$ cat src/hw/mem_pkg.sv
`default_nettype none

package mem_pkg;

  // --------------------------------------------------
  // widths
  // --------------------------------------------------
  localparam int ADDR_W  = 32;              // byte address width
  localparam int DATA_W  = 32;              // data word width
  localparam int BYTES   = DATA_W / 8;      // byte lanes per word
  localparam int WORD_AW = 10;              // ram word index width, 1024 words

  // --------------------------------------------------
  // types
  // --------------------------------------------------
  typedef logic [ADDR_W-1:0]  addr_t;       // byte address
  typedef logic [DATA_W-1:0]  data_t;       // data word
  typedef logic [BYTES-1:0]   strb_t;       // one enable per byte lane
  typedef logic [WORD_AW-1:0] word_addr_t;  // ram word index
  typedef logic [7:0]         char_t;       // print character

  // --------------------------------------------------
  // mmio map, write side only
  // --------------------------------------------------
  localparam addr_t PRINT_ADDR      = 32'h1000_0000;  // low byte goes to the console
  localparam addr_t EXIT_VALUE_ADDR = 32'h2000_0004;  // exit with the written value
  localparam addr_t EXIT_ZERO_ADDR  = 32'h2000_0010;  // exit with code zero

endpackage : mem_pkg

`default_nettype wire
$ cat src/hw/mmio_decoder.sv
`timescale 1ns/100ps
`default_nettype none

module mmio_decoder (
  input  logic                clk_i,
  input  logic                arst_n_i,
  // data port request
  input  logic                req_i,
  input  logic                we_i,
  input  mem_pkg::addr_t      addr_i,
  input  mem_pkg::data_t      wdata_i,
  input  mem_pkg::strb_t      strb_i,
  // ram port b
  output logic                ram_req_o,
  output logic                ram_we_o,
  output mem_pkg::word_addr_t ram_addr_o,
  output mem_pkg::data_t      ram_wdata_o,
  output mem_pkg::strb_t      ram_strb_o,
  // status
  output logic                print_valid_o,
  output mem_pkg::char_t      print_data_o,
  output logic                exit_valid_o,
  output mem_pkg::data_t      exit_value_o
);

  import mem_pkg::*;

  logic wr_req;         // write strobe on the data port
  logic print_hit;      // write to the console address
  logic exit_val_hit;   // write to the exit-with-value address
  logic exit_zero_hit;  // write to the exit-with-zero address
  logic mmio_hit;       // any of the above

  // --------------------------------------------------
  // address match
  // --------------------------------------------------
  // only writes are decoded, reads of these addresses fall through to the ram
  assign wr_req        = req_i & we_i;
  assign print_hit     = wr_req & (addr_i == PRINT_ADDR);
  assign exit_val_hit  = wr_req & (addr_i == EXIT_VALUE_ADDR);
  assign exit_zero_hit = wr_req & (addr_i == EXIT_ZERO_ADDR);
  assign mmio_hit      = print_hit | exit_val_hit | exit_zero_hit;

  // --------------------------------------------------
  // ram side, same cycle
  // --------------------------------------------------
  assign ram_req_o   = req_i & ~mmio_hit;          // mmio writes never reach the array
  assign ram_we_o    = we_i;
  assign ram_addr_o  = addr_i[2 +: WORD_AW];       // drop the byte offset
  assign ram_wdata_o = wdata_i;
  assign ram_strb_o  = strb_i;

  // --------------------------------------------------
  // status strobes, one cycle after the write
  // --------------------------------------------------
  always_ff @(posedge clk_i or negedge arst_n_i) begin
    if (!arst_n_i) begin
      print_valid_o <= 1'b0;
      exit_valid_o  <= 1'b0;
    end else begin
      print_valid_o <= print_hit;                     // single cycle pulse
      exit_valid_o  <= exit_val_hit | exit_zero_hit;  // both exit kinds share one strobe
    end
  end

  // payload only loads on a hit, so it stays put between strobes
  always_ff @(posedge clk_i) begin
    if (print_hit) begin
      print_data_o <= wdata_i[$bits(char_t)-1:0];  // low byte is the character
    end
    if (exit_val_hit) begin
      exit_value_o <= wdata_i;
    end else if (exit_zero_hit) begin
      exit_value_o <= '0;
    end
  end

  // --------------------------------------------------
  // checks
  // --------------------------------------------------
  // the array only covers the low word range, anything above would alias
  a_ram_in_bounds : assert property (
    @(posedge clk_i) disable iff (!arst_n_i)
    ram_req_o |-> (addr_i[ADDR_W-1:WORD_AW+2] == '0)
  ) else $error("data access out of ram bounds, addr %08h", addr_i);

endmodule : mmio_decoder

`default_nettype wire

$ cat config.mk
export PLATFORM = sky130hd
export DESIGN_NAME = mmio_decoder
export DESIGN_NICKNAME = d
export VERILOG_FILES = /design/src/hw/mem_pkg.sv /design/src/hw/mmio_decoder.sv
export SDC_FILE = /design/constraint.sdc
export NUM_CORES = 1
export LEC_CHECK = 0
export CELL_PAD_IN_SITES_DETAIL_PLACEMENT = 1
export CELL_PAD_IN_SITES_GLOBAL_PLACEMENT = 1
export CORE_UTILIZATION = 40
export DETAILED_ROUTE_END_ITERATION = 10
export DONT_BUFFER_PORTS = 1
export HOLD_SLACK_MARGIN = 0.15
export PLACE_DENSITY = 0.8
export SLEW_MARGIN = 5
export SYNTH_ARGS = -nofsm -noshare
export SYNTH_HDL_FRONTEND = slang
export SYNTH_SLANG_ARGS = --single-unit
$ cat constraint.sdc
create_clock -name clk_i -period 1.4 [get_ports clk_i]
set_input_delay 0.28 -clock clk_i [delete_from_list [all_inputs] [get_ports clk_i]]
set_output_delay 0.28 -clock clk_i [all_outputs]
set_load 0.02 [all_outputs]
* Yosys cells after proc, flatten, opt, wreduce, memory -nomap -nowiden *
Index checks and enable logic that the tools add are counted.

cells by class
  shifts and indexed selects = 0
  add/subtract/negate cells = 0
  reduce and logical (&&, ||, !) cells = 1
  eq/ne operators = 3
  muxes and demuxes = 2
  multiply operators = 0
  bitwise gates (word level) = 9
  order comparisons = 0
  div/mod/pow operators = 0

operator list
  operator                                                                  count
  32-bit by 30-bit equality test with 1-bit output (second input constant)  2
  32-bit two-way mux                                                        2
  32-bit by 29-bit equality test with 1-bit output (second input constant)  1
  1-bit bitwise AND                                                         5
  1-bit bitwise OR                                                          3
  2-bit nonzero test                                                        1
  1-bit inverter                                                            1

storage, ports and cells
  input port bits = 72
  bits in read-only memories = 0
  RAM bits = 0
  latch bits = 0
  register bits after elaboration = 42
  memories = 0

* Depth between registers and ports, before layout *
Gate-level depths: netlist of the first run.

  word-level depth = 6
  gate-level depth with buffers = 5
  depth with buffers taken out = 4

* Worst setup path before layout of the first run *
Ideal clock, no wire load.

  path type = input to register
  start point = input addr_i[3]
  end point = register exit_value_o[0], enable pin
  stages = 4
  slack = -0.706 ns
  path buffers = 0
  arrival = 1.713 ns
  path through = nor4b_1 > nand4_1 > nor2_1 > and3_1

between the ends
  longest elaborated chain between the ends = 3
  elaborated cells on any way between the ends = 5
  classes of those cells = 2 x eq/ne; 2 x bitwise; 1 x reduce/logical

ends and longest elaborated chain
  what                                                                 line                                    text
  start, declared                                                      mmio_decoder.sv:10                      input mem_pkg::addr_t addr_i,
  32-bit by 30-bit equality test with 1-bit output (on tied branches)  mmio_decoder.sv:40, mmio_decoder.sv:41
  1-bit bitwise AND (on tied branches)                                 mmio_decoder.sv:40, mmio_decoder.sv:41
  2-bit nonzero test (no source line) (*)                              --
  end signal, assigned                                                 mmio_decoder.sv:72                      exit_value_o <= wdata_i;
  end, declared                                                        mmio_decoder.sv:23                      output mem_pkg::data_t exit_value_o

Mark *: on every way between the ends. The rest lies on a longest branch, timed or not.
A chain may end at the register's enable or synchronous reset.

* Final worst setup path of the first run *
  start point = input addr_i[18]
  end point = output ram_req_o

between the ends
  longest elaborated chain between the ends = 6
  elaborated cells on any way between the ends = 10
  classes of those cells = 3 x eq/ne; 7 x bitwise

ends and longest elaborated chain
  what                                                                                                                         line                                    text
  32-bit by 29-bit equality test with 1-bit output / 32-bit by 30-bit equality test with 1-bit output (equally long branches)  mmio_decoder.sv:39, mmio_decoder.sv:40
  1-bit bitwise AND (on tied branches)                                                                                         mmio_decoder.sv:39, mmio_decoder.sv:40
  1-bit bitwise OR                                                                                                             mmio_decoder.sv:42                      assign mmio_hit = print_hit | exit_val_hit | exit_zero_hit;
  1-bit bitwise OR (*)                                                                                                         mmio_decoder.sv:42
  1-bit inverter (*)                                                                                                           mmio_decoder.sv:47                      assign ram_req_o = req_i & ~mmio_hit;
  1-bit bitwise AND (*)                                                                                                        mmio_decoder.sv:47
  end, declared                                                                                                                mmio_decoder.sv:14                      output logic ram_req_o,

Marked as above.

==> run metrics, run 1 <==
status=finished clean; worst slew pin tran=0.244 ns; CTS tree=built; GRT Total Usage=13.9%; drt wl/cell=19.6 um; Worst-path clk slew=0.08 ns; Tcrit/Tclk final=98.5%; Pre-antenna DRT Iters=4; GP Congestion=0.710; fin worst setup slack=0.0215 ns; Fillers=485; Die W=72.8 um; Die Ht=72.8 um; register area=1250 sq um; synthesized instance count=146; hold_sp=wdata_i[23]; # DRC=0; maximum clock path buffer count=2; first-pass GRT wire length=5260 um; peak supply drop=0.000309 V; Fmax=725 MHz; Warnings, synthesis=0; WS Path Type=in2out; port bufs=0; Post-Route WL=3710 um; number of CTS-inserted buffers=5; Final Hold Viols=0; Slew Limit Fails=0; critical path required time=1.12 ns; number of global-route vias before repair=1071; CP Data Arrival Time=1.10 ns; CP Max Fanout=2; Seq cells post-synth=42; fin area=2100 sq um; crit end category=output port; register area share after synthesis=62.4%; initial antenna violation count=0; Area Growth Syn to Fin=4.62%; startpoint types=input pin; Final min period=1.38 ns; Rel. slew slack=83.7%; pre-CTS WS=-0.269 ns; Initial Util=41.9%; Mapped Area=2010 sq um; Hold WS=0.186 ns; dpl cell area=1860 sq um; final setup fails=0; clk sink count=42; H-tree depth=2; Critical path origin=addr_i[18]; core area=4790 sq um; placed instance count=169; via/cell ratio=5.12; Hold Path Class=in2reg; clock root buffer=clkbuf_8; nets=193; Site Rows=25; RSZ-0062 raised after global routing=true; die area=5300 sq um; via count=967; Top Ports=162; fraction of layout cells with a size suffix above 1=43.4%; final std cells w/o fill=189; Cell Pwr Density=1020 nW/um^2; Max Cap Viol=0; GRT overflow=0; ant diodes=0; initial detailed-routing violation count=26; Synth cell types=21; syn_area_per_cell=13.7 sq um; Syn Nets=218; pin count of the biggest net entering global routing=33; area taken by multi-input logic gates=470 sq um; Leak=0.626 nW; Post-DRT Antenna Nets=0; fin util=43.8%
[cell families (layout without fill, tap and decap cells)]
family                    count (synthesis)  after routing  synth area share (%)
AOI/OAI and AO/OA                         3              3                 0.873
and+or+nand+nor                          50             50                  18.0
xor gates and xnor gates                  1              1                 0.437
DFF                                      42             42                  62.4
buffers and inverters                    50             26                  18.3
[state kept, by name, summed over array words and instances, names as in the netlist]
register       cells
print_valid_o      1
exit_valid_o       1
exit_value_o      32
print_data_o       8
[synth_stat cells]
cell,instances,area [sq um]
edfxtp_1,40,1200
and3_1,1,6.26
nor4_1,5,31.3
o21ai_0,1,5.00
nor4b_2,1,15.0
nand4_1,2,12.5
nor3b_1,1,7.51
buf_4,47,353
dfrtp_1,2,50.1
nor4b_1,1,8.76
clkbuf_2,3,15.0
xor2_1,1,8.76
nor3_2,1,10.0
a21oi_1,1,5.00
and2_2,27,203
nand3b_1,1,7.51
and4b_1,1,10.0
nor2b_1,1,6.26
nor2_1,3,11.3
a21boi_0,1,7.51
and2_1,5,31.3
[power breakdown]
| group | leakage (nW) | internal, mW | total (mW) | switching, mW |
|---|---|---|---|---|
| sequential | 0.320 | 1.36 | 1.36 | 0.000000000659 |
| combinational | 0.264 | 0.0379 | 0.0516 | 0.0137 |
| clock | 0.0416 | 0.341 | 0.734 | 0.393 |
[final timing paths]
path                                                  end  slack (ns)  cells past startpoint
setup / recovery                                ram_req_o        0.02                      5
hold / removal             exit_value_o[23]$_SDFFCE_PN0P_        0.19                      1
max in group asynchronous          exit_valid_o$_DFF_PN0_        1.04                      1
min in group asynchronous         print_valid_o$_DFF_PN0_        0.23                      1
[final cells by class]
cell class              count  share of cell area, %
repair buffers             18                   9.90
flip-flops and latches     42                   59.6
multi-input cells          54                   22.4
well taps                  67                   4.00
clock buffers               5                   3.28
clock inverters             3                  0.775
[cell usage in the layout, fill, tap and decap left out, drive strengths merged, types with 2 or more instances in the layout]
cell type,instances
and2,32
buf,9
clkbuf,5
clkinv,2
dfrtp,2
dlygate4sd3,9
edfxtp,40
nand4,2
nor2,3
nor4,5
nor4b,2
[worst max-delay path, stage by stage]
cell	delay [ns]
nor4_1	0.25
nand4_1	0.17
nor2_2	0.16
a21boi_1	0.08
buf_4	0.16
[stage by stage]
stage | TNS [ns] | total power, mW
after CTS | 0 | 2.16
after floorplan | -6.99 | 1.60
after detailed placement | -14.12 | 1.41
after global placement | -9.10 | 1.41
final | 0 | 2.14
after global routing | -0.804 | 2.22
[layer usage]
metal  wire, um  GRT usage (%)
met1       1160           11.7
met4         80           8.71
met5          0              0
met2       2050           26.2
met3        421           6.08
[what timing repair did]
item	4_1_cts	5_1_grt
buffers inserted	3	0
setup endpoints to repair	1	41
pin swaps	3	2
hold endpoints to repair	10	0
hold buffers	9	0
gates resized for setup	5	2
Note: power is estimated with default switching activity, not from simulation.
==> run 2, diff against run 1 <==
Settings changed: SETUP_SLACK_MARGIN from default to 0.1.
==> run metrics, run 2 (same netlist as run 1, synthesis figures left out) <==
Post-DRT Antenna Nets=0; delay of the slowest critical-path stage=0.28 ns; critical path required time=1.40 ns; most common cell after layout, fill and taps aside=edfxtp_1; WS Path Type=in2reg; die area=5300 sq um; CTS tree=built; Fmax=676 MHz; Crit-path slowest cell=and3_4; GRT overflow=0; pre-CTS WS=-0.354 ns; Area Growth Syn to Fin=10.9%; Leak=0.692 nW; fin worst setup slack=-0.0800 ns; Top Ports=162; Cell Pwr Density=951 nW/um^2; Max Cap Viol=0; number of CTS-inserted buffers=5; core area=4790 sq um; Pre-antenna DRT Iters=4; register area=1250 sq um; final std cells w/o fill=192; number of global-route vias before repair=1013; Worst-path clk slew=0.07 ns; Die Ht=72.8 um; failing checks=setup timing; Site Rows=25; Die W=72.8 um; clock root buffer=clkbuf_8; Tcrit/Tclk final=106%; GRT Total Usage=14.2%; drt wl/cell=20.1 um; Rel. slew slack=84.2%; final setup fails=41; worst slew pin tran=0.237 ns; peak supply drop=0.000282 V; clk sink count=42; initial antenna violation count=0; Hold Path Class=in2reg; commonest non-fill, non-tap cells in the layout=40 x edfxtp_1, 32 x and2_4, 9 x dlygate4sd3_1; pin count of the biggest net entering global routing=33; startpoint types=input pin; fin util=46.5%; H-tree depth=2; first-pass GRT wire length=5330 um; initial detailed-routing violation count=48; crit end category=flop; ant diodes=0; Hold WS=0.205 ns; biggest regs=exit_value_o: 32 flops, print_data_o: 8 flops; max reg flops=32; Final Hold Viols=0; status=complete, but fails checks; area taken by multi-input logic gates=546 sq um; hold_sp=wdata_i[17]; nets=196; via count=970; dpl cell area=1850 sq um; fin area=2220 sq um; CP Data Arrival Time=1.48 ns; Slew Limit Fails=0; CP Max Fanout=6; via/cell ratio=5.05; Fillers=476; hold depth=1; PnR Total Power=2.12 mW; maximum clock path buffer count=2; Largest Register=exit_value_o; Initial Util=41.9%; GP Congestion=0.718; fraction of layout cells with a size suffix above 1=47.2%; Post-Route WL=3860 um; Final min period=1.48 ns; cells along the critical path=nor4_4 -> nand4_1 -> nor2_2 -> buf_4 -> and3_4 -> clkbuf_16; setup_tns=-2.21 ns; RSZ-0062 raised after global routing=true; port bufs=0; placed instance count=169; # DRC=0; WHS Endpoint=exit_value_o[17]$_SDFFCE_PN0P_
[run 2: cell count changes in the layout (fill, tap and decap cells not counted), sizes merged]
cell / change
clkinvlp: -1
buf: +1
clkinv: -2
clkbuf: +5
[run 2: worst max-delay path by stage]
stage / from / to / slack (ns)
after floorplan: addr_i[13] / exit_value_o[0]$_SDFFCE_PN0P_ / -0.18
after global placement: addr_i[26] / exit_value_o[6]$_SDFFCE_PN0P_ / -0.22
after detailed placement: addr_i[18] / exit_value_o[24]$_SDFFCE_PN0P_ / -0.35
after CTS: addr_i[23] / ram_req_o / -0.07
after global routing: addr_i[23] / exit_value_o[5]$_SDFFCE_PN0P_ / -0.12
final: addr_i[23] / exit_value_o[5]$_SDFFCE_PN0P_ / -0.08
[run 2: metal layers]
layer	vias to the layer above	GRT usage (%)	routed length (um)
met4	0	8.28	68
li1	410	-	-
met5	-	0	0
met1	461	12.7	1180
met2	93	27.5	2200
met3	6	4.56	402
[run 2: worst max-delay path: cells and delay by family]
family,cells,cell delay (ns)
buf+inv,2,0.31
simple gates,4,0.90
[run 2: power breakdown]
group	internal [mW]	switching, mW	leakage (nW)	total [mW]
clock network	0.354	0.351	0.0395	0.705
logic	0.0398	0.0145	0.333	0.0543
registers	1.36	0.000000000668	0.320	1.36
[run 2: layout make-up]
type                    instances  area share (%)
clock buffers                   8            3.60
repair buffers                 21            11.9
flip-flops and latches         42            56.2
well taps                      67            3.77
multi-input cells              54            24.5
[run 2: repair_timing]
item	in CTS	in global routing
gates resized for setup	7	37
setup buffers	2	1
pin swaps	5	6
endpoints found under the hold margin	10	0
gates cloned	0	3
hold buffers	9	0
endpoints found under the setup margin	41	74
